==> config.mk <==
export PLATFORM = sky130hd
export DESIGN_NAME = rsa_feeder
export DESIGN_NICKNAME = d
export VERILOG_FILES = /design/src/rsa_pkg.sv /design/src/rsa_feeder.sv
export VERILOG_INCLUDE_DIRS = /design/src /design/src/src
export SDC_FILE = /design/constraint.sdc
export NUM_CORES = 1
export LEC_CHECK = 0
export BUFFER_PORTS_ARGS = -buffer_cell sky130_fd_sc_hd__buf_2
export CAP_MARGIN = 20
export CORE_ASPECT_RATIO = 0.5
export CORE_MARGIN = 2
export CORE_UTILIZATION = 46
export DETAILED_ROUTE_END_ITERATION = 10
export HOLD_SLACK_MARGIN = 0.1
export PLACE_DENSITY = 0.76
export SLEW_MARGIN = 20
export SYNTH_ARGS = -nofsm -noshare
export SYNTH_HDL_FRONTEND = slang
export SYNTH_SLANG_ARGS = --single-unit
==> constraint.sdc <==
create_clock -name clk -period 2.4 [get_ports clk]
set_clock_uncertainty 0.2 [all_clocks]
set_input_delay 0.12 -clock clk [delete_from_list [all_inputs] [get_ports clk]]
set_output_delay 0.12 -clock clk [all_outputs]
set_load 0.01 [all_outputs]
==> src/rsa_settings.svh <==
// array size and number format; with RSA_USE_QUANT at 1, RSA_DW must equal 1 + INT + DEC bits
`ifndef RSA_SETTINGS_SVH
`define RSA_SETTINGS_SVH

// array geometry
`define RSA_ROWS 2
`define RSA_COLS 2

// data word and fixed-point split, sign bit on top
`define RSA_DW      32
`define RSA_INT_BIT 12
`define RSA_DEC_BIT 19

// largest term count one job may carry
`define RSA_MAX_K 16

// 1 rescales each product as Q1.12.19, 0 keeps the low product word
`define RSA_USE_QUANT 0

`endif

==> src/rsa_pkg.sv <==
// shared data types; all widths follow the macros in the settings header
`include "rsa_settings.svh"

package rsa_pkg;

    // index widths stay at least one bit for single-row or single-column builds
    localparam int ROW_W = (`RSA_ROWS > 1) ? $clog2(`RSA_ROWS) : 1;
    localparam int COL_W = (`RSA_COLS > 1) ? $clog2(`RSA_COLS) : 1;
    localparam int K_W   = $clog2(`RSA_MAX_K + 1);

    // data word and full product
    typedef logic signed [`RSA_DW-1:0]   rsa_word_t;
    typedef logic signed [2*`RSA_DW-1:0] rsa_prod_t;

    // term count of a job
    typedef logic [K_W-1:0] rsa_k_t;

    // result coordinates
    typedef logic [ROW_W-1:0] rsa_row_t;
    typedef logic [COL_W-1:0] rsa_col_t;

endpackage

==> src/rsa_feeder.sv <==
// one job at a time; job_k of zero is ignored and job_k above RSA_MAX_K is not supported
`timescale 1ns/100ps
`include "rsa_settings.svh"

module rsa_feeder (
    input  logic                 clk,
    input  logic                 sys_rst,
    input  logic                 job_start,
    input  rsa_pkg::rsa_k_t      job_k,
    input  rsa_pkg::rsa_word_t   a_col [0:`RSA_ROWS-1],
    input  rsa_pkg::rsa_word_t   b_row [0:`RSA_COLS-1],
    input  logic                 job_end,
    output logic                 busy,
    output rsa_pkg::rsa_word_t   h_data_W [0:`RSA_ROWS-1],
    output rsa_pkg::rsa_word_t   v_data_N [0:`RSA_COLS-1],
    output logic [`RSA_COLS-1:0] cal_en_N,
    output logic [`RSA_COLS-1:0] cal_done_N
);

    logic            accept;
    logic            in_win;
    logic            win_d;
    logic            win_end;
    rsa_pkg::rsa_k_t remain;

    // strobe taken only while idle
    assign accept  = job_start && !busy && (job_k != '0);
    // term window covers the strobe cycle and the next K-1 cycles
    assign in_win  = accept || (remain != '0);
    assign win_end = win_d && !in_win;

    always_ff @(posedge clk) begin
        if (sys_rst) begin
            busy   <= 1'b0;
            remain <= '0;
            win_d  <= 1'b0;
        end else begin
            win_d <= in_win;
            if (accept) begin
                busy   <= 1'b1;
                remain <= job_k - 1'b1;
            end else begin
                if (remain != '0) begin
                    remain <= remain - 1'b1;
                end
                // drain reports the last result of the job
                if (job_end) begin
                    busy <= 1'b0;
                end
            end
        end
    end

    genvar r;
    genvar c;

    generate
        // row r sees its operand r cycles later than row 0
        for (r = 0; r < `RSA_ROWS; r++) begin : g_row
            rsa_pkg::rsa_word_t h_line [0:r];

            always_ff @(posedge clk) begin
                if (sys_rst) begin
                    for (int i = 0; i <= r; i++) begin
                        h_line[i] <= '0;
                    end
                end else begin
                    h_line[0] <= in_win ? a_col[r] : '0;
                    for (int i = 1; i <= r; i++) begin
                        h_line[i] <= h_line[i-1];
                    end
                end
            end

            assign h_data_W[r] = h_line[r];
        end

        // column c gets operand, enable and done c cycles later than column 0
        for (c = 0; c < `RSA_COLS; c++) begin : g_col
            rsa_pkg::rsa_word_t v_line [0:c];
            logic               en_line [0:c];
            logic               done_line [0:c];

            always_ff @(posedge clk) begin
                if (sys_rst) begin
                    for (int i = 0; i <= c; i++) begin
                        v_line[i]    <= '0;
                        en_line[i]   <= 1'b0;
                        done_line[i] <= 1'b0;
                    end
                end else begin
                    v_line[0]    <= in_win ? b_row[c] : '0;
                    en_line[0]   <= in_win;
                    // done trails the last enable by one cycle
                    done_line[0] <= win_end;
                    for (int i = 1; i <= c; i++) begin
                        v_line[i]    <= v_line[i-1];
                        en_line[i]   <= en_line[i-1];
                        done_line[i] <= done_line[i-1];
                    end
                end
            end

            assign v_data_N[c]   = v_line[c];
            assign cal_en_N[c]   = en_line[c];
            assign cal_done_N[c] = done_line[c];
        end
    endgenerate

endmodule

==> reports/metrics.csv <==
metric;value;unit
status;finished, violations left;
violated checks;setup timing;
met1 WL;5530;um
Die X;168;um
Hold WC Path Type;input port to flip-flop;
Tcrit/Tclk final;1.01;
synthesized flop and latch total;202;
Top Ports;270;
crit-path max FO;5;
top_reg_cell synth;dfxtp_1;
Synth Instances;517;
Mapped Area;6150;um^2
residual DRC count;0;
Power Dens Cells;834;nW/um^2
R2R Setup Slk;0.03;ns
initial DRC count;178;
H-tree depth;1;
Detail Route Antenna Nets;0;
Post-synth EDFFs;0;
post-route insts no fill;1081;
setup TNS;-0.0169;ns
register area share after synthesis;0.657;
Max Root-Sink Buffers;3;
Worst-path clk slew;0.06;ns
Routed WL;15500;um
Relative slew margins;0.535;
Slew Viols, Final;0;
Setup Viol. Count Final;1;
final core utilization;0.740;
Ys Warns;0;
CTS tree;built;
Avg WL per Cell;14.3;um
WL met2;8650;um
Crit Path Category;input port to flip-flop;
initial core utilization;0.479;
Critical Path RT;2.58;ns
ant diodes;0;
placed cell area;7110;um^2
NumNets Final;1039;
post-synth top area share;0.657;
via count;4650;
Pleak;4.59;nW
Highest Signal Layer;met4;
CTS sink cnt;202;
HPWL reported at the end of detailed placement;8320;um
hold_ws;0.181;ns
Power Total;7.92;mW
post-CTS setup buffer count;0;
core area;12800;um^2
RePlAce Congestion;0.759;
design area;9500;um^2
met3 WL post-DR;800;um
Layout area overhead;54.3;%
Startpoint Class;input port;
pre-CTS setup slack;0.208;ns
Hold Vio Cnt, Final;0;
placed insts;873;
gr ovfl total;0;
area leader, netlist;dfxtp_1;
Crit. End Element;flip-flop;
count of cell types in the netlist;30;
worst vdd ir;0.529;mV
layout cells sized above 1;0.334;
Slew @ Worst Pin;0.697;ns
vias in the first global route;4958;
# rows;29;
first-pass GRT wire length;23900;um
antenna violations before repair;0;
Num CTS Buffers;18;
top cells by area, synth;dfxtp_1, and2_1, buf_4;
die area;14400;um^2
f_max;0.414;GHz
syn_nets;655;
Die Ht;85.8;um
CTS root buf;clkbuf_16;
Final WS setup;-0.0169;ns
vias per cell;4.30;
Worst R2R Path Depth;8;
clock latency on the worst-skew pair;0.47;ns
hold depth;3;
port bufs;269;
max_cap viols;0;
crit path DAT;2.60;ns
largest net degree at the start of global routing;68;
Post-synth ARST share;0;
DRT Pass-1 Iters;4;
final critical-path required period;2.42;ns
Mean Syn Cell Area;11.9;um^2
Tot GR Track Use;0.211;
[critical path, stage by stage]
cell and delay [ns]:
dlygate4sd3_1 0.56, buf_2 0.17, nor3_4 0.24, a21o_2 0.22
a22oi_1 0.11, ha_1 0.23, inv_1 0.10, a21oi_1 0.05
dlygate4sd3_1 0.58, nor3b_1 0.20
[sequential cells by signal, summed over array words and instances, names as in the netlist]
signal	count
remain	5
g_row.h_line	96
g_col.en_line	2
busy	1
g_col.v_line	96
g_col.done_line	2
[repair_timing]
| action | 4_1_cts | 5_1_grt |
|---|---|---|
| endpoints found under the setup margin | 0 | 1 |
| hold endpoints to repair | 136 | 0 |
| hold buffers | 178 | 0 |
| resized for setup | 0 | 3 |
[final cells by class]
class | count | area (um^2)
Fill cell | 853 | 3350
Tap cell | 170 | 213
Clock buffer | 28 | 559
Multi-Input combinational cell | 226 | 1450
Sequential cell | 202 | 4040
Timing Repair Buffer | 451 | 3180
Inverter | 2 | 10.0
Clock inverter | 2 | 37.5
[report_power, final]
part | internal [mW] | switching (mW)
Combinational | 0.698 | 0.535
Sequential | 3.71 | 0.0953
Clock | 1.71 | 1.18
[per-layer routing]
metal | vias to the layer above | GRT usage
li1 | 2275 | -
met1 | 2166 | 0.203
met2 | 164 | 0.435
met3 | 45 | 0.0540
met4 | 0 | 0.0830
met5 | - | 0
[cell usage after synthesis (all sizes together) (2+ instances only)]
library cell / instances
xnor2: 2
and2: 129
buf: 78
nor3: 2
clkbuf: 9
nor2b: 67
inv: 2
a22oi: 2
nand2b: 2
nor3b: 2
xor2: 2
a21oi: 2
nor2: 4
dfxtp: 202
o21ai: 2
[path summary, 6_finish.rpt]
check                           endpoint              startpoint
hold / removal    g_row[1].h_line[0][28]               a_col[28]
setup reg to reg               remain[2]                    busy
setup / recovery               remain[2]                job_k[2]
hold reg to reg   g_row[1].h_line[0][62]  g_row[1].h_line[0][30]
[layout by cell type (no fill, tap or decap), types with 2 or more instances in the layout]
cell / instances
nor3b_1: 2
nor2b_1: 66
xor2_1: 2
buf_4: 2
nand2b_1: 2
a22oi_1: 2
buf_2: 269
buf_12: 2
a21oi_1: 2
clkbuf_8: 5
clkbuf_1: 4
dlygate4sd3_1: 178
nor2_1: 4
o21ai_0: 2
xnor2_1: 2
dfxtp_1: 202
clkbuf_16: 19
and2_1: 129
[cell families (layout without fill, tap and decap cells)]
family                   Yosys count  in the layout  share of synthesized area
AO/OA/AOI/OAI                     10             10                     0.0126
XOR/XNOR                           4              4                    0.00569
adder cells (fa/ha/maj)            1              1                    0.00203
buffers and inverters             89            483                      0.109
flip-flops                       202            202                      0.657
AND/OR/NAND/NOR                  211            211                      0.213
(Power assumes the default switching activity.)
