## config.mk

```make
export PLATFORM = sky130hd
export DESIGN_NAME = pe_mac
export DESIGN_NICKNAME = d
export VERILOG_FILES = /design/src/rsa_pkg.sv /design/src/pe_mac.sv
export VERILOG_INCLUDE_DIRS = /design/src /design/src/src
export SDC_FILE = /design/constraint.sdc
export NUM_CORES = 1
export LEC_CHECK = 0
export ABC_AREA = 1
export BUFFER_PORTS_ARGS = -buffer_cell sky130_fd_sc_hd__buf_4
export CORE_MARGIN = 2
export CORE_UTILIZATION = 35
export CTS_CLUSTER_DIAMETER = 50
export CTS_CLUSTER_SIZE = 14
export DETAILED_ROUTE_END_ITERATION = 16
export GPL_ROUTABILITY_DRIVEN = 0
export PLACE_DENSITY = 0.5
export REMOVE_ABC_BUFFERS = 1
export SYNTH_ARGS = -nofsm -noshare
export SYNTH_HDL_FRONTEND = slang
export SYNTH_SLANG_ARGS = --single-unit
export TNS_END_PERCENT = 50
```

## constraint.sdc

```tcl
create_clock -name clk -period 6.44 [get_ports clk]
set_input_delay 0 -clock clk [delete_from_list [all_inputs] [get_ports clk]]
set_output_delay 0 -clock clk [all_outputs]
set_load 0.005 [all_outputs]
```

## src/rsa_settings.svh

```systemverilog
// array size and number format; with RSA_USE_QUANT at 1, RSA_DW must equal 1 + INT + DEC bits
`ifndef RSA_SETTINGS_SVH
`define RSA_SETTINGS_SVH

// array geometry
`define RSA_ROWS 2
`define RSA_COLS 2

// data word and fixed-point split, sign bit on top
`define RSA_DW      32
`define RSA_INT_BIT 12
`define RSA_DEC_BIT 19

// largest term count one job may carry
`define RSA_MAX_K 16

// 1 rescales each product as Q1.12.19, 0 keeps the low product word
`define RSA_USE_QUANT 0

`endif

```

## src/rsa_pkg.sv

```systemverilog
// shared data types; all widths follow the macros in the settings header
`include "rsa_settings.svh"

package rsa_pkg;

    // index widths stay at least one bit for single-row or single-column builds
    localparam int ROW_W = (`RSA_ROWS > 1) ? $clog2(`RSA_ROWS) : 1;
    localparam int COL_W = (`RSA_COLS > 1) ? $clog2(`RSA_COLS) : 1;
    localparam int K_W   = $clog2(`RSA_MAX_K + 1);

    // data word and full product
    typedef logic signed [`RSA_DW-1:0]   rsa_word_t;
    typedef logic signed [2*`RSA_DW-1:0] rsa_prod_t;

    // term count of a job
    typedef logic [K_W-1:0] rsa_k_t;

    // result coordinates
    typedef logic [ROW_W-1:0] rsa_row_t;
    typedef logic [COL_W-1:0] rsa_col_t;

endpackage

```

## src/pe_mac.sv

```systemverilog
// partial sum clears while cal_en is low; a job needs one idle cycle before the next one starts
`timescale 1ns/100ps
`include "rsa_settings.svh"

module pe_mac (
    input  logic               clk,
    input  logic               sys_rst,
    input  logic               cal_en_N,
    input  logic               cal_done_N,
    input  rsa_pkg::rsa_word_t v_data_N,
    input  rsa_pkg::rsa_word_t h_data_W,
    input  logic               mulres_val_E,
    input  rsa_pkg::rsa_word_t mulres_E,
    output logic               cal_en_S,
    output logic               cal_done_S,
    output rsa_pkg::rsa_word_t v_data_S,
    output rsa_pkg::rsa_word_t h_data_E,
    output logic               mulres_val_W,
    output rsa_pkg::rsa_word_t mulres_W
);

    rsa_pkg::rsa_prod_t prod_full;
    rsa_pkg::rsa_word_t prod_word;
    rsa_pkg::rsa_word_t product;
    rsa_pkg::rsa_word_t partial_sum;

    // full signed product of both operands
    assign prod_full = rsa_pkg::rsa_prod_t'(h_data_W) * rsa_pkg::rsa_prod_t'(v_data_N);

    generate
        if (`RSA_USE_QUANT != 0) begin : g_quant
            // Q1.12.19 back to one word: keep the sign, drop surplus fraction bits
            assign prod_word = {prod_full[2*`RSA_DW-1],
                                prod_full[`RSA_INT_BIT+2*`RSA_DEC_BIT-1:`RSA_DEC_BIT]};
        end else begin : g_trunc
            // plain integer mode, wraps on overflow
            assign prod_word = prod_full[`RSA_DW-1:0];
        end
    endgenerate

    // control hops south
    always_ff @(posedge clk) begin
        if (sys_rst) begin
            cal_en_S   <= 1'b0;
            cal_done_S <= 1'b0;
        end else begin
            cal_en_S   <= cal_en_N;
            cal_done_S <= cal_done_N;
        end
    end

    // operands move on only inside the enable window
    always_ff @(posedge clk) begin
        if (sys_rst) begin
            v_data_S <= '0;
            h_data_E <= '0;
        end else if (cal_en_N) begin
            v_data_S <= v_data_N;
            h_data_E <= h_data_W;
        end else begin
            v_data_S <= '0;
            h_data_E <= '0;
        end
    end

    // product lags its term by one cycle
    always_ff @(posedge clk) begin
        if (sys_rst) begin
            product <= '0;
        end else if (cal_en_N) begin
            product <= prod_word;
        end else begin
            product <= '0;
        end
    end

    // partial sum holds all terms but the last one when done arrives
    always_ff @(posedge clk) begin
        if (sys_rst) begin
            partial_sum <= '0;
        end else if (cal_en_N && !cal_done_N) begin
            partial_sum <= partial_sum + product;
        end else begin
            partial_sum <= '0;
        end
    end

    // own result first, else pass on what comes from the east
    always_ff @(posedge clk) begin
        if (sys_rst) begin
            mulres_val_W <= 1'b0;
            mulres_W     <= '0;
        end else begin
            mulres_val_W <= cal_done_N || mulres_val_E;
            if (cal_done_N) begin
                mulres_W <= partial_sum + product;
            end else if (mulres_val_E) begin
                mulres_W <= mulres_E;
            end else begin
                mulres_W <= '0;
            end
        end
    end

endmodule

```

==> out/results.ini, run 1 <==
[floorplanning]
pin_count = 200
core_um2 = 67200
die_h_um = 264
fp.dieArea_um2 = 69900
initial_utilization_pct = 35.3
dieWidth_um = 264
core.rowCount = 95

[global_route]
grt_pass1_wl_mm = 113
grt_usage_pct = 21.3
overflow = 0
grt_antenna_before_repair = 0
grt_pass1_vias = 20200
grt_max_degree = 75

[synthesis]
yosysUniqueCellTypes = 53
synth_cells = 3174
ys_ff_latch = 163
yosysWarnings = 0
synth_flop_cell = dfxtp_1
async_flop_share_pct = 0
syn-cell-area_um2 = 23700
yosysMostFrequentCell = inv_1
yosysSeqAreaShare_pct = 13.8
synthTopCellsByArea = fa_1, inv_1, dfxtp_1, nand2_1, ha_1
syn_avg_cell_area_um2 = 7.48
synth_top_cell_area_share_pct = 34.5
yosys.area.top_type = fa_1
synth_common_cells = inv_1, nand2_1, fa_1, ha_1, dfxtp_1
synth_edf_count = 0

[clock_network]
cts_tree = done
cts.clk_slew.worst_paths_ns = 0.07
cts.sinks = 163
htreeDepth = 4
clockBufferDepth = 2
clk_latency_ns = 0.50
ctsRootBufferMaster = clkbuf_16
cts_buffers = 17

[routing]
via_count = 19100
drc_errors = 0
drt_wl_total_mm = 72.3
wl_met1_mm = 31.1
final_antenna_net_count = 0
drt-initial-drc-count = 1055
wl_met3_mm = 2.36
wire_per_inst_um = 16.8
dr_wl_met2_mm = 36.8
firstDrtPassIters = 7
vias_per_cell = 4.44
topRoutingLayerUsed = met4

[sta]
relSlewSlack_pct = 35.8
finClkSkew_ns = 0.0189
finalSetupViolCount = 0
rsz0062_at_grt = true
hold_viol_final = 0
period_share_pct = 95.7
min_period_ns = 6.16
worst_pin_slew_ns = 0.963
slew_violations = 0
fmax_mhz = 162

[placed_design]
io_buffer_count = 199
placed_area_um2 = 26200
hpwl_mm = 58.4

[finish]
area_growth_pct = 18.2
antenna_cells = 0
drive_above_1_share_pct = 10.3
stdcell_area_um2 = 28000
layout.nets = 4105

[setup_path]
rr_worst_depth = 13
startpoint = v_data_N[7]
cp_data_required_time_ns = 6.83
end_kind = flip-flop
worstSetupPathType = primary input to flip-flop
cp-start-kind = primary input
reg2reg_from = product[0]
arrival_ns = 6.56
cp_max_fo = 17

[worst_hold_path]
worstHoldStart = v_data_N[18]
holdPathStages = 4
hold_class = primary input to flip-flop

[flow_run]
drv_cap = 0

[run_status]
status = finished clean

[final cells by class]
type / count / area, µm²
Clock buffer: 18 / 439
Sequential cell: 163 / 3260
Inverter: 959 / 3600
Multi-Input combinational cell: 1923 / 16500
Timing Repair Buffer: 350 / 2960
Tap cell: 873 / 1090
Clock inverter: 14 / 185
Fill cell: 6988 / 39100
[stage by stage]
stage          TNS (ns)  hold slack, ns  std cells  worst slack, ns  utilization [%]
2_1_floorplan         0          0.0691       3045            0.868                -
3_3_place_gp          0           0.202       4165           0.0584             38.9
3_5_place_dp          0           0.203       4165          0.00758             38.9
4_1_cts               0         0.00172       4293          0.00677             41.3
5_1_grt         -0.0208          0.0335       4300          -0.0136             41.8
6_report              0          0.0540       4300            0.276             41.8
[final timing paths]
kind	endpoint	slack [ns]
min reg2reg	partial_sum[0]	0.59
max	product[31]	0.28
max reg2reg	mulres_W[10]	3.83
min	v_data_S[18]	0.05
[cell usage in the layout (no fill, tap or decap), types with 16 or more instances in the layout]
cell type	synthesis	final
fa_1	409	400
nand2_1	806	799
o21ai_1	17	17
clkbuf_16	0	18
dlygate4sd3_1	0	94
dfxtp_1	163	163
a21oi_1	86	82
inv_1	954	953
buf_4	4	243
o21ai_0	52	51
nor2_1	157	154
nand3_1	76	73
ha_1	181	175
xnor2_1	16	16
[logic make-up after synthesis]
family	Yosys count	share of synthesized area, %
xor gates and xnor gates	31	1.18
DFF	163	13.8
and+or+nand+nor	1091	18.3
AOI/OAI and AO/OA	211	5.33
buffers and inverters	1088	17.4
adders and majority gates	590	44.1
[critical path, stage by stage]
cell           delay [ns]
dlygate4sd3_1        0.58
buf_12               0.17
nand2_1              0.06
inv_1                0.04
fa_1                 0.46
fa_1                 0.50
fa_1                 0.51
inv_1                0.05
fa_1                 0.55
inv_1                0.06
fa_1                 0.51
fa_1                 0.45
fa_1                 0.49
inv_1                0.05
fa_1                 0.48
inv_1                0.07
ha_4                 0.30
nand2_2              0.09
nor2_4               0.11
nor3b_4              0.20
nand4_1              0.12
nand3_2              0.11
a21oi_1              0.07
buf_4                0.15
o21ai_2              0.13
nand3_1              0.09
nand2_1              0.06
nor2_1               0.05
[flip-flops by register name, summed over array words and instances, names as in the netlist]
register,flops
product,32
partial_sum,32
h_data_E,32
cal_en_S,1
v_data_S,32
cal_done_S,1
mulres_val_W,1
mulres_W,32
[repair_timing]
action                     CTS  global route
setup endpoints to repair    0             9
gates resized for setup      0            57
hold endpoints to repair    87             0
setup buffers                0             5
hold buffers                96             0
[metal layers]
| metal | vias up | global-route usage [%] |
|---|---|---|
| li1 | 9513 | - |
| met1 | 9147 | 26.5 |
| met2 | 366 | 38.8 |
| met3 | 86 | 2.18 |
| met4 | 0 | 6.25 |
| met5 | - | 0 |
Power of run 1 is left out: the tool's default activity adds up to more than one toggle a clock period on the data nets, which glitch-free logic cannot reach.
==> run 2: changes to the inputs <==
- PLACE_DENSITY: 0.5 -> 0.63
==> run 2 against run 1 <==
Against the previous run:
- fmax barely moved
- worst hold slack got worse by 0.0081 ns
- clock skew fell by 0.0033 ns
- first-iteration DRC count rose by 1.3%
- clock-buffer cell count rose by 1
- global-route usage fell by 0.98 points
- non-clock buffer count fell by 23
- highest routed layer unchanged
- sequential cell count did not move
- core utilization fell by 0.28 points
- critical path type unchanged
- sequential share of layout area rose by 0.077 points
==> out/results.ini, run 2 (synthesis gave the netlist of run 1 again) <==
[setup_path]
end_kind = flip-flop
cp_data_required_time_ns = 6.84  ; about the same
reg2reg_from = product[0]
cp_max_fo = 16  ; -1
cp-start-kind = primary input
worstSetupPathType = primary input to flip-flop
startpoint = v_data_N[2]
arrival_ns = 6.56  ; about the same

[sta]
setup_ws_ns = 0.280  ; +0.00402 ns
finClkSkew_ns = 0.0155  ; -0.00332 ns
min_period_ns = 6.16  ; -0.00402 ns
hold_viol_final = 0  ; unchanged
setup-tns-final_ns = 0  ; unchanged
relSlewSlack_pct = 26.5  ; -9.3 points
slew_violations = 0  ; unchanged
fmax_mhz = 162  ; about the same
period_share_pct = 95.7  ; about the same
worst_pin_slew_ns = 1.10  ; +0.137 ns
finalSetupViolCount = 0  ; unchanged

[clock_network]
ctsRootBufferMaster = clkbuf_16
htreeDepth = 4  ; unchanged
cts.sinks = 163  ; unchanged
cts_tree = done
cts.clk_slew.worst_paths_ns = 0.08  ; about the same
cts_buffers = 17  ; unchanged
clk_latency_ns = 0.49  ; about the same
clockBufferDepth = 2  ; unchanged

[routing]
drt-initial-drc-count = 1069  ; +1.3%
wire_per_inst_um = 16.1  ; -3.9%
firstDrtPassIters = 5  ; -2
final_antenna_net_count = 0  ; unchanged
vias_per_cell = 4.60  ; +3.4%
drt_wl_total_mm = 69.1  ; -4.5%
drc_errors = 0  ; unchanged
via_count = 19700  ; +2.9%

[global_route]
grt_max_degree = 82  ; +9.3%
grt_usage_pct = 20.3  ; -0.98 points
grt_antenna_before_repair = 0  ; unchanged
grt_pass1_wl_mm = 109  ; -3.5%
overflow = 0  ; unchanged
grt_pass1_vias = 20400  ; +1.3%

[finish]
antenna_cells = 0  ; unchanged
nFillCells = 6841  ; -2.1%
utilization_pct = 41.5  ; -0.28 points
drive_above_1_share_pct = 9.40  ; -0.90 points
final_cell_mix = inv_1, nand2_1, fa_1
area_growth_pct = 17.4
layout.nets = 4082  ; -0.56%
final_common_cell = inv_1

[placed_design]
io_buffer_count = 199  ; unchanged
hpwl_mm = 54.2  ; -7.1%
pre_cts_slack_ns = 0.132  ; +0.124 ns

[worst_hold_path]
worstHoldStart = v_data_N[18]
hold_class = primary input to flip-flop

[floorplanning]
core.rowCount = 95  ; unchanged
pin_count = 200  ; unchanged
fp.dieArea_um2 = 69900  ; unchanged
dieWidth_um = 264  ; unchanged
core_um2 = 67200  ; unchanged
initial_utilization_pct = 35.3  ; unchanged
die_h_um = 264  ; unchanged

[run_status]
status = finished clean

[flow_run]
drv_cap = 0  ; unchanged

[run 2: cell types whose count changed in the layout (fill, tap and decap cells not counted), sizes merged]
cell         delta
inv             -2
buf            -23
dlygate4sd3     -1
clkinvlp        +1
clkbuf          +2
clkinv          -1
[run 2: worst max-delay path, cell delays in order]
cell	delay, ns
dlygate4sd3_1	0.56
buf_6	0.18
nand2_1	0.07
inv_1	0.05
fa_1	0.55
fa_1	0.41
inv_1	0.08
fa_2	0.47
fa_1	0.55
inv_1	0.05
fa_1	0.51
inv_1	0.06
fa_1	0.52
inv_1	0.05
fa_1	0.49
fa_1	0.45
ha_4	0.32
nand2_1	0.10
nor2_2	0.15
nand2_1	0.09
clkinv_1	0.07
nand4_1	0.10
nand3_2	0.10
buf_4	0.12
nand3_1	0.07
nand2_1	0.09
o21ai_0	0.07
a21oi_1	0.21
[run 2: final timing paths]
| path | end | slack [ns] | cells past startpoint |
|---|---|---|---|
| setup / recovery | product[24] | 0.28 | 28 |
| setup reg to reg | mulres_W[10] | 3.77 | 13 |
| hold reg to reg | partial_sum[0] | 0.59 | 3 |
| hold / removal | v_data_S[18] | 0.05 | 4 |
[run 2: layout make-up]
cell class	count	area, µm²	share of cell area [%]
Sequential cell	163	3260	11.7
Clock inverter	12	123	0.440
Clock buffer	19	443	1.59
Tap cell	873	1090	3.92
Inverter	959	3600	12.9
Timing Repair Buffer	327	2850	10.2
Multi-Input combinational cell	1923	16500	59.2
[run 2: metrics by stage]
| stage | cells | hold WS, ns | area [µm²] |
|---|---|---|---|
| floorplan | 3045 | 0.0691 | 23200 |
| global placement | 4142 | 0.202 | 26000 |
| detailed placement | 4142 | 0.204 | 26000 |
| CTS | 4268 | 0.00235 | 27500 |
| global route | 4276 | 0.0385 | 27900 |
| finish | 4276 | 0.0459 | 27900 |
[run 2: layer usage]
layer | vias up | track usage [%] | part of all wire (%)
met2 | 592 | 36.0 | 50
met3 | 114 | 2.87 | 5.0
met5 | - | 0 | 0
met4 | 0 | 7.34 | 3.1
met1 | 9476 | 25.0 | 42
li1 | 9476 | - | -
[run 2: repair_timing]
item / 4_1_cts / 5_1_grt
hold endpoints to repair: 88 / 0
hold buffers: 95 / 0
endpoints found under the setup margin: 0 / 9
resized for setup: 0 / 52
buffers inserted: 0 / 6
Power of run 2 is left out for the same reason.
==> run 3: changes to the inputs <==
- ABC_AREA: 1 -> default
- PLACE_DENSITY: 0.63 -> 0.64
==> run 3 against run 2 <==
Against the previous run:
- final cell count fell by 15%
- routed wire length shrank 9.7%
- clock skew fell by 0.0036 ns
- die area shrank 6.3%
- clock-buffer cell count down 2
- fmax shrank 2.4%
- register-to-register slack got worse by 0.62 ns
==> out/results.ini, run 3 <==
[finish]
stdcell_area_um2 = 27300  ; -2.1%
antenna_cells = 0  ; unchanged
final_cell_mix = inv_1, and2_1, fa_1
drive_above_1_share_pct = 15.6  ; +6.2 points
final_common_cell = inv_1
area_growth_pct = 22.7
layout.nets = 3456  ; -15%

[floorplanning]
core_um2 = 62900  ; -6.4%
fp.dieArea_um2 = 65500  ; -6.3%
pin_count = 200  ; unchanged
core.rowCount = 92  ; -3.2%
initial_utilization_pct = 35.3  ; about the same
die_h_um = 256  ; -3.2%
dieWidth_um = 256  ; -3.2%

[routing]
via_count = 16800  ; -15%
drc_errors = 0  ; unchanged
vias_per_cell = 4.64  ; +0.84%
firstDrtPassIters = 5  ; unchanged
wire_per_inst_um = 17.2  ; +6.6%
drt-initial-drc-count = 810  ; -24%
final_antenna_net_count = 0  ; unchanged
drt_wl_total_mm = 62.3  ; -9.7%

[synthesis]
synth_top_family_by_area = adder cells
syn-cell-area_um2 = 22200  ; -6.4%
yosysMostFrequentCell = inv_1
synth_common_cells = inv_1, and2_1, fa_1, nand2_1, ha_1
synth_fa_ha_area_share_pct = 47.1  ; +3.0 points
async_flop_share_pct = 0  ; unchanged
synth_top_cell_area_share_pct = 36.9  ; +2.4 points
synth_edf_count = 0  ; unchanged
yosysUniqueCellTypes = 57  ; +7.5%
muxShareOfSynthArea_pct = 0.135  ; +0.14 points
ys_ff_latch = 163  ; unchanged
synth_flop_cell = dfxtp_1
synth_xor_xnor_area_share_pct = 4.42  ; +3.2 points
synth-compound-area-share_pct = 5.14  ; -0.19 points
yosysSeqAreaShare_pct = 14.7  ; +0.94 points
synthSimpleGateAreaFrac_pct = 19.2  ; +0.89 points
yosys.area.top_type = fa_1
synth_cells = 2407  ; -24%
yosysWarnings = 0  ; unchanged
synthTopCellsByArea = fa_1, dfxtp_1, and2_1, ha_1, inv_1
syn_avg_cell_area_um2 = 9.23  ; +23%

[sta]
finalSetupViolCount = 0  ; unchanged
period_share_pct = 98.0  ; +2.3 points
hold_viol_final = 0  ; unchanged
fmax_mhz = 158  ; -2.4%
slew_violations = 0  ; unchanged
relSlewSlack_pct = 23.3  ; -3.2 points
worst_pin_slew_ns = 1.15  ; +0.0450 ns
min_period_ns = 6.31  ; +0.149 ns
finClkSkew_ns = 0.0119  ; -0.00364 ns

[worst_hold_path]
holdPathStages = 4  ; unchanged
hold_class = primary input to flip-flop

[global_route]
grt_max_degree = 73  ; -11%
grt_pass1_vias = 17700  ; -13%
grt_pass1_wl_mm = 99.0  ; -9.4%
overflow = 0  ; unchanged
grt_antenna_before_repair = 0  ; unchanged
grt_usage_pct = 19.6  ; -0.65 points

[setup_path]
path_buf_inv = 8  ; -1
cp-start-kind = primary input
cpPeakStageDelay_ns = 0.54  ; -0.02 ns
worstSetupPathDepth = 27  ; -3.6%
worstSetupPathType = primary input to flip-flop
rr_worst_depth = 13  ; unchanged
cp_data_required_time_ns = 6.80  ; -0.04 ns
end_kind = flip-flop
cp_max_fo = 14  ; -2
cp_top_family = adder cells
crit_path_frequent_cell = fa_1
cpMaxStageDelayCell = dlygate4sd3_1
arrival_ns = 6.67  ; +0.11 ns

[clock_network]
clk_latency_ns = 0.48  ; about the same
cts_buffers = 17  ; unchanged
htreeDepth = 4  ; unchanged
clockBufferDepth = 2  ; unchanged
cts_tree = done
cts.sinks = 163  ; unchanged
ctsRootBufferMaster = clkbuf_16
cts.clk_slew.worst_paths_ns = 0.09  ; about the same

[placed_design]
hpwl_mm = 51.4  ; -5.3%
io_buffer_count = 199  ; unchanged
placed_area_um2 = 25700  ; -1.3%

[flow_run]
drv_cap = 0  ; unchanged

[run_status]
status = finished clean

[run 3: cell count changes in the layout (fill, tap and decap cells not counted), moves of 21 or more]
cell     change
a21oi_1     -31
and2_1     +418
buf_4      +146
inv_1      -514
nand2_1    -580
nand3_1     -66
nor2_1      -58
xnor2_1     +59
xor2_1      +21
[run 3: worst paths after layout]
| check | from | end | slack, ns |
|---|---|---|---|
| setup / recovery | h_data_W[2] | product[30] | 0.13 |
| hold / removal | h_data_W[21] | h_data_E[21] | 0.03 |
| setup reg to reg | product[0] | mulres_W[16] | 3.15 |
| hold reg to reg | partial_sum[0] | mulres_W[0] | 0.65 |
[run 3: layout make-up]
class                           count  area (µm²)
Inverter                          442        1660
Tap cell                          846        1060
Timing Repair Buffer              451        3670
Clock buffer                       17         425
Sequential cell                   163        3260
Fill cell                        6169       35600
Multi-Input combinational cell   1690       17000
Clock inverter                     13         225
[run 3: worst reg2reg max path, stage by stage (launching register included)]
cell	delay (ns)
dfxtp_1	0.30
ha_1	0.21
inv_1	0.07
fa_1	0.20
nor2b_1	0.06
o31a_1	0.28
o41a_1	0.39
nor4_1	0.26
o31ai_1	0.18
o31ai_2	0.22
xor2_1	0.25
a2bb2oi_1	0.19
nor2_1	0.05
dlygate4sd3_1	0.54
[run 3: timing repair]
action / CTS / global route
hold endpoints to repair: 81 / 1
setup endpoints to repair: 0 / 10
gates resized for setup: 0 / 31
hold buffers: 84 / 1
setup buffers: 0 / 1
[run 3: layer usage]
layer	track usage (%)	vias up	wire, µm
met1	26.5	8362	28100
met5	0	-	0
met2	32.7	456	29600
met4	5.17	0	1220
li1	-	7904	-
met3	3.39	69	3440
[run 3: cell families after synthesis]
group | Yosys count
AOI/OAI and AO/OA | 176
and+or+nand+nor | 809
buffers and inverters | 554
muxes | 3
DFF | 163
adders and majority gates | 590
xor gates and xnor gates | 112
[run 3: stage by stage]
step	instances	util, %	setup TNS, ns	hold WS (ns)	setup slack, ns
floorplan	2295	-	0	0.0724	0.231
global placement	3507	40.8	-1.08	0.200	-0.225
detailed placement	3507	40.8	-1.49	0.202	-0.255
CTS	3621	43.2	0	0.000243	0.0176
global route	3622	43.4	-0.0624	0.0197	-0.0593
finish	3622	43.4	0	0.0334	0.131
Power of run 3 is left out for the same reason.
