<file path="src/rsa_settings.svh">
// array size and number format; with RSA_USE_QUANT at 1, RSA_DW must equal 1 + INT + DEC bits
`ifndef RSA_SETTINGS_SVH
`define RSA_SETTINGS_SVH

// array geometry
`define RSA_ROWS 2
`define RSA_COLS 2

// data word and fixed-point split, sign bit on top
`define RSA_DW      32
`define RSA_INT_BIT 12
`define RSA_DEC_BIT 19

// largest term count one job may carry
`define RSA_MAX_K 16

// 1 rescales each product as Q1.12.19, 0 keeps the low product word
`define RSA_USE_QUANT 0

`endif

</file>
<file path="src/rsa_pkg.sv">
// shared data types; all widths follow the macros in the settings header
`include "rsa_settings.svh"

package rsa_pkg;

    // index widths stay at least one bit for single-row or single-column builds
    localparam int ROW_W = (`RSA_ROWS > 1) ? $clog2(`RSA_ROWS) : 1;
    localparam int COL_W = (`RSA_COLS > 1) ? $clog2(`RSA_COLS) : 1;
    localparam int K_W   = $clog2(`RSA_MAX_K + 1);

    // data word and full product
    typedef logic signed [`RSA_DW-1:0]   rsa_word_t;
    typedef logic signed [2*`RSA_DW-1:0] rsa_prod_t;

    // term count of a job
    typedef logic [K_W-1:0] rsa_k_t;

    // result coordinates
    typedef logic [ROW_W-1:0] rsa_row_t;
    typedef logic [COL_W-1:0] rsa_col_t;

endpackage

</file>
<file path="src/rsa_drain.sv">
// no back-pressure on res_valid; each row buffer holds one job, so jobs must not overlap
`timescale 1ns/100ps
`include "rsa_settings.svh"

module rsa_drain (
    input  logic                 clk,
    input  logic                 sys_rst,
    input  logic [`RSA_ROWS-1:0] row_val,
    input  rsa_pkg::rsa_word_t   row_res [0:`RSA_ROWS-1],
    output logic                 res_valid,
    output rsa_pkg::rsa_word_t   res_data,
    output rsa_pkg::rsa_row_t    res_row,
    output rsa_pkg::rsa_col_t    res_col,
    output logic                 job_end
);

    rsa_pkg::rsa_word_t   res_buf [0:`RSA_ROWS-1][0:`RSA_COLS-1];
    logic [`RSA_COLS-1:0] buf_vld [0:`RSA_ROWS-1];
    rsa_pkg::rsa_col_t    wr_col [0:`RSA_ROWS-1];
    rsa_pkg::rsa_row_t    rd_row;
    rsa_pkg::rsa_col_t    rd_col;
    logic                 rd_hit;
    logic                 rd_col_last;
    logic                 rd_last;

    assign rd_hit      = buf_vld[rd_row][rd_col];
    assign rd_col_last = (rd_col == rsa_pkg::rsa_col_t'(`RSA_COLS - 1));
    assign rd_last     = rd_col_last && (rd_row == rsa_pkg::rsa_row_t'(`RSA_ROWS - 1));

    genvar r;

    generate
        for (r = 0; r < `RSA_ROWS; r++) begin : g_row
            // results of a row arrive column 0 first
            always_ff @(posedge clk) begin
                if (row_val[r]) begin
                    res_buf[r][wr_col[r]] <= row_res[r];
                end
            end

            always_ff @(posedge clk) begin
                if (sys_rst) begin
                    wr_col[r]  <= '0;
                    buf_vld[r] <= '0;
                end else begin
                    if (rd_hit && (rd_row == rsa_pkg::rsa_row_t'(r))) begin
                        buf_vld[r][rd_col] <= 1'b0;
                    end
                    if (row_val[r]) begin
                        buf_vld[r][wr_col[r]] <= 1'b1;
                        if (wr_col[r] == rsa_pkg::rsa_col_t'(`RSA_COLS - 1)) begin
                            wr_col[r] <= '0;
                        end else begin
                            wr_col[r] <= wr_col[r] + 1'b1;
                        end
                    end
                end
            end
        end
    endgenerate

    // row-major read, waits on the entry under the pointer
    always_ff @(posedge clk) begin
        if (sys_rst) begin
            rd_row    <= '0;
            rd_col    <= '0;
            res_valid <= 1'b0;
            res_data  <= '0;
            res_row   <= '0;
            res_col   <= '0;
            job_end   <= 1'b0;
        end else begin
            res_valid <= rd_hit;
            job_end   <= rd_hit && rd_last;
            if (rd_hit) begin
                res_data <= res_buf[rd_row][rd_col];
                res_row  <= rd_row;
                res_col  <= rd_col;
                if (rd_last) begin
                    rd_row <= '0;
                    rd_col <= '0;
                end else if (rd_col_last) begin
                    rd_row <= rd_row + 1'b1;
                    rd_col <= '0;
                end else begin
                    rd_col <= rd_col + 1'b1;
                end
            end
        end
    end

endmodule

</file>
<file path="config.mk">
export PLATFORM = sky130hd
export DESIGN_NAME = rsa_drain
export DESIGN_NICKNAME = d
export VERILOG_FILES = /design/src/rsa_pkg.sv /design/src/rsa_drain.sv
export VERILOG_INCLUDE_DIRS = /design/src /design/src/src
export SDC_FILE = /design/constraint.sdc
export NUM_CORES = 1
export LEC_CHECK = 0
export BUFFER_PORTS_ARGS = -buffer_cell sky130_fd_sc_hd__buf_2
export CORE_MARGIN = 5
export CORE_UTILIZATION = 34
export CTS_BUF_LIST = sky130_fd_sc_hd__clkbuf_16
export CTS_CLUSTER_DIAMETER = 80
export DETAILED_ROUTE_END_ITERATION = 16
export PLACE_DENSITY = 0.63
export SLEW_MARGIN = 20
export SYNTH_ARGS = -nofsm -noshare
export SYNTH_HDL_FRONTEND = slang
export SYNTH_SLANG_ARGS = --single-unit
</file>
<file path="constraint.sdc">
create_clock -name clk -period 6 [get_ports clk]
set_input_delay 0.3 -clock clk [delete_from_list [all_inputs] [get_ports clk]]
set_output_delay 0.3 -clock clk [all_outputs]
set_load 0.01 [all_outputs]
</file>
==> metrics.yaml, run 1 <==
run_status:
  run_status: "finished clean"
setup_path:
  critPathKind: "reg -> reg"
  path_max_fanout: 41
  cp_slowest_cell: "sky130_fd_sc_hd__dfxtp_2"
  cp_data_required_time_ns: 6.28
  cp-end-kind: "flop"
  r2r_depth: 4
  timing.critical_path.arrival_ns: 3.11
  critical_path.startpoint_type: "flop"
  cp_cell_sequence: "mux4_2, buf_4, mux2i_1, nor2_1"
  timing.critical_path.slowest_cell_delay_ns: 1.06
yosys:
  postSynth.topFlopCell: "sky130_fd_sc_hd__edfxtp_1"
  post_synth_num_cell_types: 22
  synth-async-reset-ratio_pct: 0
  synth_top_cell_area_share_pct: 63.9
  synthMostInstantiatedCell: "sky130_fd_sc_hd__edfxtp_1"
  number_of_enable_type_register_cells_in_the_synthesized_netlist: 134
  netlist_instances: 326
  synth.area.top_cells: "sky130_fd_sc_hd__edfxtp_1 (64%), sky130_fd_sc_hd__dfxtp_1 (12%), sky130_fd_sc_hd__mux4_2 (12%)"
  yosys_reg_bits: 173
  netlist.top_cell.by_area: "sky130_fd_sc_hd__edfxtp_1"
  synth_nets: 394
  synthesis.yosys.warnings: 0
  mappedNetlistArea_mm2: 0.00630
  post_synth_most_frequent_cells: "sky130_fd_sc_hd__edfxtp_1 (134), sky130_fd_sc_hd__nor2_1 (40), sky130_fd_sc_hd__dfxtp_1 (39), sky130_fd_sc_hd__mux2i_1 (34), sky130_fd_sc_hd__mux4_2 (33)"
  sequential_to_total_area_share_from_yosys_stat_pct: 76.3
  syn_avg_cell_area_um2: 19.3
global_route:
  wire_length_of_the_first_global_routing_pass_um: 19700
  globalRouteOverflowTotal: 0
  gr-usage-all-layers_pct: 12.2
  vias_in_the_first_global_route: 3555
  antenna_found_initial: 3
  grt_start_max_net_pins: 52
clocking:
  clock_root_buffer: "sky130_fd_sc_hd__clkbuf_16"
  path_clk_slew_ns: 0.06
  cts_setup_buffers: 0
  ctsLongestPathBuffers: 2
  insertion_delay_ns: 0.42
  tritoncts: "built"
  cts.hold.buffers_added: 0
  h-tree-depth: 4
  cts_buffers: 17
  clock_sink_count: 173
  gates_resized_cts_repair: 0
final_layout:
  nets: 502
  syn_to_final_growth_pct: 21.4
  drive_above_1_share_pct: 39.6
  filler_cell_count: 1608
  seq_area_mm2: 0.00481
  count_of_placed_standard_cells_in_the_final_layout_fillers_left_out: 677
  multi_input_area_mm2: 0.00142
sta:
  final.setup_skew_ns: 0.00597
  tightest_slew_ns: 1.11
  timing.slew.headroom_pct: 25.9
  finalHoldViolations: 0
  fin_crit_sh_pct: 47.3
  finalMaxSlewViolations: 0
  achievable-frequency_mhz: 353
  whs_ns: 0.0715
  setup_tns_ns: 0
  grt_setup_unrepaired: "false"
  timing.final.crit_period_ns: 2.84
  setup_viol: 0
routing:
  number_of_nets_with_antenna_violations_after_detailed_routing: 0
  post_drt_via_cell_ratio: 4.71
  wl_um: 12600
  drtIter0Drc: 139
  via_count: 3186
  firstDrtPassIters: 4
  routedWlPerCell_um: 18.6
  drc: 0
floorplan:
  area_enclosed_by_the_die_boundary_mm2: 0.0214
  die_x_um: 146
  ioPinCount: 104
  die_height_um: 146
  initial_core_util_pct: 34.8
  core.rowCount: 49
  core_area_mm2: 0.0181
place:
  placed_cells_incl_taps: 644
  place.detailed.hpwl_um: 7700
  globalplace.congestion: 0.667
  portBuffers: 103
power_and_ir_drop:
  ir_drop_mv: 0.188
  leakagePower_nw: 2.80
  p_total_mw: 2.83
  power_per_cell_area_mw_per_mm2: 370
hold_path:
  hold_path.class: "in -> reg"
  holdPathStages: 1
run:
  cap_violations: 0
[where the power goes]
part           internal [mW]  total, mW  switching (mW)
clock network          0.645       1.07           0.424
logic                  0.160      0.326           0.165
registers               1.39       1.44          0.0522
total                   2.19       2.83           0.642
[worst max-delay path: cells and delay by family (launching register included)]
family                 cells  cell delay [ns]
muxes                      2             1.08
DFF                        1             1.06
and+or+nand+nor            1             0.06
buffers and inverters      1             0.48
[per-layer routing]
layer  part of all wire (%)  up-vias  global-route usage [%]
li1                       -     1482                       -
met1                     42     1603                    14.5
met2                     50       81                    20.2
met3                    6.8       16                    5.18
met4                    1.6        4                    4.23
met5                   0.21        -                       0
[logic make-up after synthesis]
logic type	Yosys count	synth area share [%]
muxes	68	17.4
and+or+nand+nor	59	4.17
buffers and inverters	20	1.55
DFF	173	76.3
AOI/OAI and AO/OA	6	0.655
[cell type report]
| class | instances | share of cell area (%) |
|---|---|---|
| Tap cell | 229 | 3.74 |
| Inverter | 1 | 0.0491 |
| Sequential cell | 173 | 62.8 |
| Multi-Input combinational cell | 133 | 18.5 |
| Clock inverter | 15 | 2.06 |
| Timing Repair Buffer | 108 | 7.23 |
| Antenna cell | 1 | 0.0327 |
| Clock buffer | 17 | 5.56 |
[stage by stage]
step           setup WS, ns  area, um2  utilization (%)
5_1_grt                2.99       7650             42.3
3_5_place_dp           3.13       7070             39.1
4_1_cts                3.11       7650             42.3
3_3_place_gp           3.16       7070             39.1
2_1_floorplan          3.54       6300                -
6_report               3.16       7650             42.3
[flip-flops by register name (all words and copies together), names as in the netlist, named ones only]
register	flops
rd_col	1
res_buf	128
wr_col	2
res_col	1
rd_row	1
buf_vld	4
job_end	1
res_data	32
res_row	1
res_valid	1
[path summary, 6_finish.rpt]
check                                 from       endpoint  slack, ns
worst max register to register      rd_col   res_data[19]       3.16
worst min-delay path            row_res[2]  res_buf[1][2]       0.07
worst max-delay path                rd_col   res_data[19]       3.16
worst min register to register     res_row        res_row       0.48
[cell usage in the layout, fill, tap and decap left out]
master / n
sky130_fd_sc_hd__edfxtp_1: 134
sky130_fd_sc_hd__buf_2: 103
sky130_fd_sc_hd__nor2_1: 40
sky130_fd_sc_hd__dfxtp_1: 37
sky130_fd_sc_hd__mux2i_1: 34
sky130_fd_sc_hd__mux4_2: 33
sky130_fd_sc_hd__clkbuf_16: 17
sky130_fd_sc_hd__nor2b_1: 5
sky130_fd_sc_hd__buf_4: 5
sky130_fd_sc_hd__nand2_1: 4
sky130_fd_sc_hd__inv_1: 4
sky130_fd_sc_hd__clkinvlp_4: 4
sky130_fd_sc_hd__bufinv_16: 3
sky130_fd_sc_hd__nor2b_4: 2
sky130_fd_sc_hd__and2_2: 2
sky130_fd_sc_hd__or2_2: 2
sky130_fd_sc_hd__o21ai_0: 2
sky130_fd_sc_hd__nor3b_1: 2
sky130_fd_sc_hd__dfxtp_2: 2
sky130_fd_sc_hd__clkinv_1: 2
sky130_fd_sc_hd__clkinv_2: 2
sky130_fd_sc_hd__diode_2: 1
sky130_fd_sc_hd__nand3_1: 1
sky130_fd_sc_hd__a311o_1: 1
sky130_fd_sc_hd__and3b_1: 1
sky130_fd_sc_hd__mux2_2: 1
sky130_fd_sc_hd__a211o_1: 1
sky130_fd_sc_hd__o211ai_1: 1
sky130_fd_sc_hd__a21oi_1: 1
sky130_fd_sc_hd__clkinv_4: 1
(Power assumes the default switching activity.)
==> run 2: changes to the inputs <==
clock period = 2.85 ns   (was 6 ns; I/O delays follow)
==> run 2 against run 1 <==
First-iteration DRC count rose by 1.4%. Sequential power rose by 110%. Non-clock buffer count rose by 69. Final cell count rose by 10%. Total power rose by 110%. Global-route usage rose by 1.0 points. Clock power rose by 100%. Sequential share of layout area fell by 4.9 points.
==> metrics.yaml, run 2 (synthesized netlist as in run 1, its figures left out) <==
clocking:
  insertion_delay_ns: 0.41
  ctsLongestPathBuffers: 2
  h-tree-depth: 4
  cts_buffers: 17
  gates_resized_cts_repair: 0
  tritoncts: "built"
  clock_root_buffer: "sky130_fd_sc_hd__clkbuf_16"
  cts_setup_buffers: 0
  path_clk_slew_ns: 0.06
  clock_sink_count: 173
final_layout:
  drive_above_1_share_pct: 34.9
  largest_reg_flops: 128
  nets: 571
  count_of_placed_standard_cells_in_the_final_layout_fillers_left_out: 745
  syn_to_final_growth_pct: 31.7
  seq_area_mm2: 0.00481
  final_cell_mix: "sky130_fd_sc_hd__edfxtp_1 (134), sky130_fd_sc_hd__buf_2 (103), sky130_fd_sc_hd__dlygate4sd3_1 (64), sky130_fd_sc_hd__nor2_1 (40), sky130_fd_sc_hd__dfxtp_1 (37)"
  multi_input_area_mm2: 0.00142
  layout_commonest_cell: "sky130_fd_sc_hd__edfxtp_1"
  insertedDiodeCount: 0
  filler_cell_count: 1571
floorplan:
  ioPinCount: 104
  area_enclosed_by_the_die_boundary_mm2: 0.0214
  die_height_um: 146
  initial_core_util_pct: 34.8
  core.rowCount: 49
  core_area_mm2: 0.0181
  die_x_um: 146
setup_path:
  r2r_depth: 4
  cp-end-kind: "flop"
  reg2reg_setup_slack_ns: 0.95
  timing.critical_path.slowest_cell_delay_ns: 0.76
  cp_cell_sequence: "mux4_2, buf_4, mux2i_1, nor2_1"
  cp_slowest_cell: "sky130_fd_sc_hd__mux4_2"
  crit_path_start: "buf_vld[0][0]"
  r2r_start: "buf_vld[0][0]"
  path_max_fanout: 18
  termination_of_the_worst_setup_path: "res_data[18]"
  critPathKind: "reg -> reg"
  cp_data_required_time_ns: 3.12
  timing.critical_path.arrival_ns: 2.17
  critical_path.reg2reg.endpoint: "res_data[18]"
  critical_path.startpoint_type: "flop"
global_route:
  antenna_found_initial: 1
  grt_start_max_net_pins: 44
  globalRouteOverflowTotal: 0
  wire_length_of_the_first_global_routing_pass_um: 21500
  gr-usage-all-layers_pct: 13.3
  vias_in_the_first_global_route: 3881
place:
  place.detailed.hpwl_um: 8340
  globalplace.congestion: 0.707
  placement.setup.worst_slack_ns: 0.910
  portBuffers: 103
  placed_cells_incl_taps: 649
run_status:
  run_status: "finished clean"
sta:
  finalMaxSlewViolations: 0
  timing.slew.headroom_pct: 32.6
  setup_viol: 0
  fin_crit_sh_pct: 66.6
  final.setup_skew_ns: 0.00802
  tightest_slew_ns: 1.01
  timing.final.crit_period_ns: 1.90
  grt_setup_unrepaired: "false"
  setup_tns_ns: 0
  finalHoldViolations: 0
  fin_ws_ns: 0.951
  whs_ns: 0.0694
  achievable-frequency_mhz: 527
routing:
  firstDrtPassIters: 4
  drtIter0Drc: 141
  wl_um: 13600
  number_of_nets_with_antenna_violations_after_detailed_routing: 0
  drc: 0
  post_drt_via_cell_ratio: 4.63
  routedWlPerCell_um: 18.2
  via_count: 3446
power_and_ir_drop:
  ir_drop_mv: 0.380
  leakagePower_nw: 3.09
  p_total_mw: 5.94
  power_per_cell_area_mw_per_mm2: 716
hold_path:
  hold_path.class: "in -> reg"
run:
  cap_violations: 0
-- run 2: changes by cell type in the layout (fill, tap and decap cells not counted) --
cell                            previous run  this run
sky130_fd_sc_hd__buf_4                     5        10
sky130_fd_sc_hd__bufinv_16                 3         1
sky130_fd_sc_hd__clkbuf_16                17        18
sky130_fd_sc_hd__clkinv_1                  2         5
sky130_fd_sc_hd__clkinv_4                  1         3
sky130_fd_sc_hd__clkinvlp_4                4         0
sky130_fd_sc_hd__diode_2                   1         0
sky130_fd_sc_hd__dlygate4sd3_1             0        64
sky130_fd_sc_hd__inv_1                     4         3
sky130_fd_sc_hd__inv_6                     0         1
-- run 2: how the worst min path moves through the flow --
stage | startpoint | end | cells after the start
6_report | row_val[0] | wr_col[0] | 2
4_1_cts | row_val[1] | wr_col[1] | 2
3_3_place_gp | row_res[54] | res_buf[0][22] | 1
2_1_floorplan | row_res[32] | res_buf[0][0] | 0
3_5_place_dp | row_res[7] | res_buf[1][39] | 1
5_1_grt | row_val[0] | wr_col[0] | 2
-- run 2: stage by stage --
stage	cell area, um2	utilization (%)
6_report	8300	45.9
5_1_grt	8300	45.9
4_1_cts	8300	45.9
3_5_place_dp	7100	39.3
3_3_place_gp	7100	39.3
2_1_floorplan	6300	-
-- run 2: layer usage --
| metal | share of wire [%] | GRT usage (%) | wire [um] |
|---|---|---|---|
| met5 | 0.052 | 0 | 7 |
| met4 | 0.89 | 3.95 | 121 |
| met2 | 50 | 22.1 | 6840 |
| met3 | 5.2 | 4.68 | 703 |
| met1 | 44 | 16.4 | 5910 |
-- run 2: area by class of cell --
type                            instances  share of cell area [%]
Clock buffer                           18                    5.43
Clock inverter                         14                    1.22
Inverter                                1                  0.0452
Multi-Input combinational cell        133                    17.1
Sequential cell                       173                    57.9
Tap cell                              229                    3.45
Timing Repair Buffer                  177                    14.8
-- run 2: report_power, final --
group	leakage [nW]	internal [mW]	total [mW]	switching [mW]
Sequential	1.59	2.92	2.99	0.0735
Clock	0.279	1.24	2.14	0.902
Combinational	1.23	0.402	0.807	0.405
Total	3.09	4.56	5.94	1.38
-- run 2: repair_timing --
item	in CTS	in global routing
hold endpoints to repair	128	0
hold buffers	64	0
setup endpoints to repair	0	0
-- run 2: critical path, delay by kind of cell (launching register included) --
family                 cells  cell delay, ns
buffers and inverters      1            0.34
and+or+nand+nor            1            0.05
muxes                      2            0.94
DFF                        1            0.42
==> run 3: changes to the inputs <==
clock period = 1.87 ns   (was 2.85 ns; I/O delays follow)
==> run 3 against run 2 <==
Count of clock-buffer cells in the layout shrank 1. Final cell count grew 1.6%. Global-route usage grew 0.14 points. Register-to-register slack lost 0.74 ns. Non-clock buffer count grew 12. Via count grew 2.5%. Combinational power grew 57%. Clock skew grew 0.0019 ns. Die area is the same. Maximum frequency grew 14%. Clock power grew 56%. Largest power group unchanged.
==> metrics.yaml, run 3 (synthesized netlist as in run 1, its figures left out) <==
sta:
  timing.final.crit_period_ns: 1.66
  achievable-frequency_mhz: 602
  setup_viol: 0
  fin_crit_sh_pct: 88.8
  finalMaxSlewViolations: 0
  finalHoldViolations: 0
  grt_setup_unrepaired: "false"
  timing.slew.headroom_pct: 61.1
  setup_tns_ns: 0
  final.setup_skew_ns: 0.00996
  tightest_slew_ns: 0.583
clocking:
  cts_buffers: 17
  tritoncts: "built"
  clock_root_buffer: "sky130_fd_sc_hd__clkbuf_16"
  gates_resized_cts_repair: 0
  path_clk_slew_ns: 0.06
  h-tree-depth: 4
  ctsLongestPathBuffers: 2
  insertion_delay_ns: 0.42
  cts_setup_buffers: 0
  cts.hold.buffers_added: 66
  clock_sink_count: 173
global_route:
  grt_start_max_net_pins: 26
  wire_length_of_the_first_global_routing_pass_um: 21700
  gr-usage-all-layers_pct: 13.4
  antenna_found_initial: 0
  vias_in_the_first_global_route: 3963
  globalRouteOverflowTotal: 0
routing:
  drtIter0Drc: 156
  post_drt_via_cell_ratio: 4.67
  routedWlPerCell_um: 18.4
  number_of_nets_with_antenna_violations_after_detailed_routing: 0
  firstDrtPassIters: 5
  wl_um: 13900
  via_count: 3532
  drc: 0
setup_path:
  critical_path.reg2reg.endpoint: "res_data[11]"
  reg2reg_setup_slack_ns: 0.21
  timing.critical_path.arrival_ns: 1.97
  critPathKind: "reg -> reg"
  critical_path.startpoint_type: "flop"
  cp-end-kind: "flop"
  path_max_fanout: 22
  cp_data_required_time_ns: 2.18
  r2r_depth: 4
final_layout:
  insertedDiodeCount: 0
  final_cell_mix: "sky130_fd_sc_hd__edfxtp_1 (134), sky130_fd_sc_hd__buf_2 (103), sky130_fd_sc_hd__dlygate4sd3_1 (66), sky130_fd_sc_hd__nor2_1 (40), sky130_fd_sc_hd__dfxtp_1 (37)"
  finish.utilization_pct: 46.6
  syn_to_final_growth_pct: 33.7
  drive_above_1_share_pct: 36.4
  nets: 583
  largest_reg_flops: 128
  layout_commonest_cell: "sky130_fd_sc_hd__edfxtp_1"
floorplan:
  die_x_um: 146
  core.rowCount: 49
  area_enclosed_by_the_die_boundary_mm2: 0.0214
  ioPinCount: 104
  die_height_um: 146
  core_area_mm2: 0.0181
  initial_core_util_pct: 34.8
hold_path:
  hold_path.class: "in -> reg"
  holdPathStages: 2
  hp-start: "sys_rst"
  worstHoldEndpoint: "res_data[7]"
power_and_ir_drop:
  leakagePower_nw: 3.17
  ir_drop_mv: 0.673
  power_per_cell_area_mw_per_mm2: 1090
run_status:
  run_status: "finished clean"
run:
  cap_violations: 0
place:
  portBuffers: 103
  place.detailed.hpwl_um: 8920
  globalplace.congestion: 0.698
-- run 3: layout make-up --
type / instances / area, um2
clock inverter: 15 / 136
clock buffer: 17 / 425
sequential: 173 / 4810
timing repair buffer: 189 / 1350
tap: 229 / 287
fill: 1564 / 9660
inverter: 1 / 3.75
multi-input combinational: 133 / 1420
-- run 3: layer usage --
layer | track usage, % | part of all wire, % | vias up
met1 | 15.7 | 41 | 1792
met5 | 0 | 0 | -
li1 | - | - | 1645
met2 | 23.8 | 53 | 84
met3 | 3.84 | 4.6 | 11
met4 | 4.37 | 1.0 | 0
-- run 3: worst max path at each step --
stage	cells past startpoint	end	slack [ns]
6_report	4	res_data[11]	0.21
4_1_cts	4	res_data[11]	0.18
3_5_place_dp	4	res_data[11]	0.20
3_3_place_gp	4	res_data[13]	0.24
5_1_grt	4	res_col	0.11
2_1_floorplan	2	buf_vld[1][0]	0.02
-- run 3: per-stage QoR --
step / instance area [um2] / worst slack [ns] / power [mW] / hold slack [ns] / cells
2_1_floorplan: 6310 / 0.0245 / 5.38 / 0.192 / 326
3_3_place_gp: 7200 / 0.245 / 5.80 / 0.281 / 659
3_5_place_dp: 7200 / 0.201 / 5.84 / 0.284 / 659
4_1_cts: 8430 / 0.182 / 9.31 / 0.0972 / 757
5_1_grt: 8430 / 0.111 / 9.58 / 0.129 / 757
6_report: 8430 / 0.210 / 9.17 / 0.106 / 757
-- run 3: critical path: stages, from the launching register on --
cell and delay [ns]:
sky130_fd_sc_hd__dfxtp_2 0.39, sky130_fd_sc_hd__mux4_2 0.58, sky130_fd_sc_hd__buf_4 0.30, sky130_fd_sc_hd__mux2i_1 0.20
sky130_fd_sc_hd__nor2_1 0.06
-- run 3: power by group --
group / total [mW] / switching (mW) / leakage, nW / internal, mW
Clock: 3.34 / 1.39 / 0.285 / 1.94
Combinational: 1.27 / 0.626 / 1.30 / 0.645
Sequential: 4.56 / 0.115 / 1.59 / 4.45
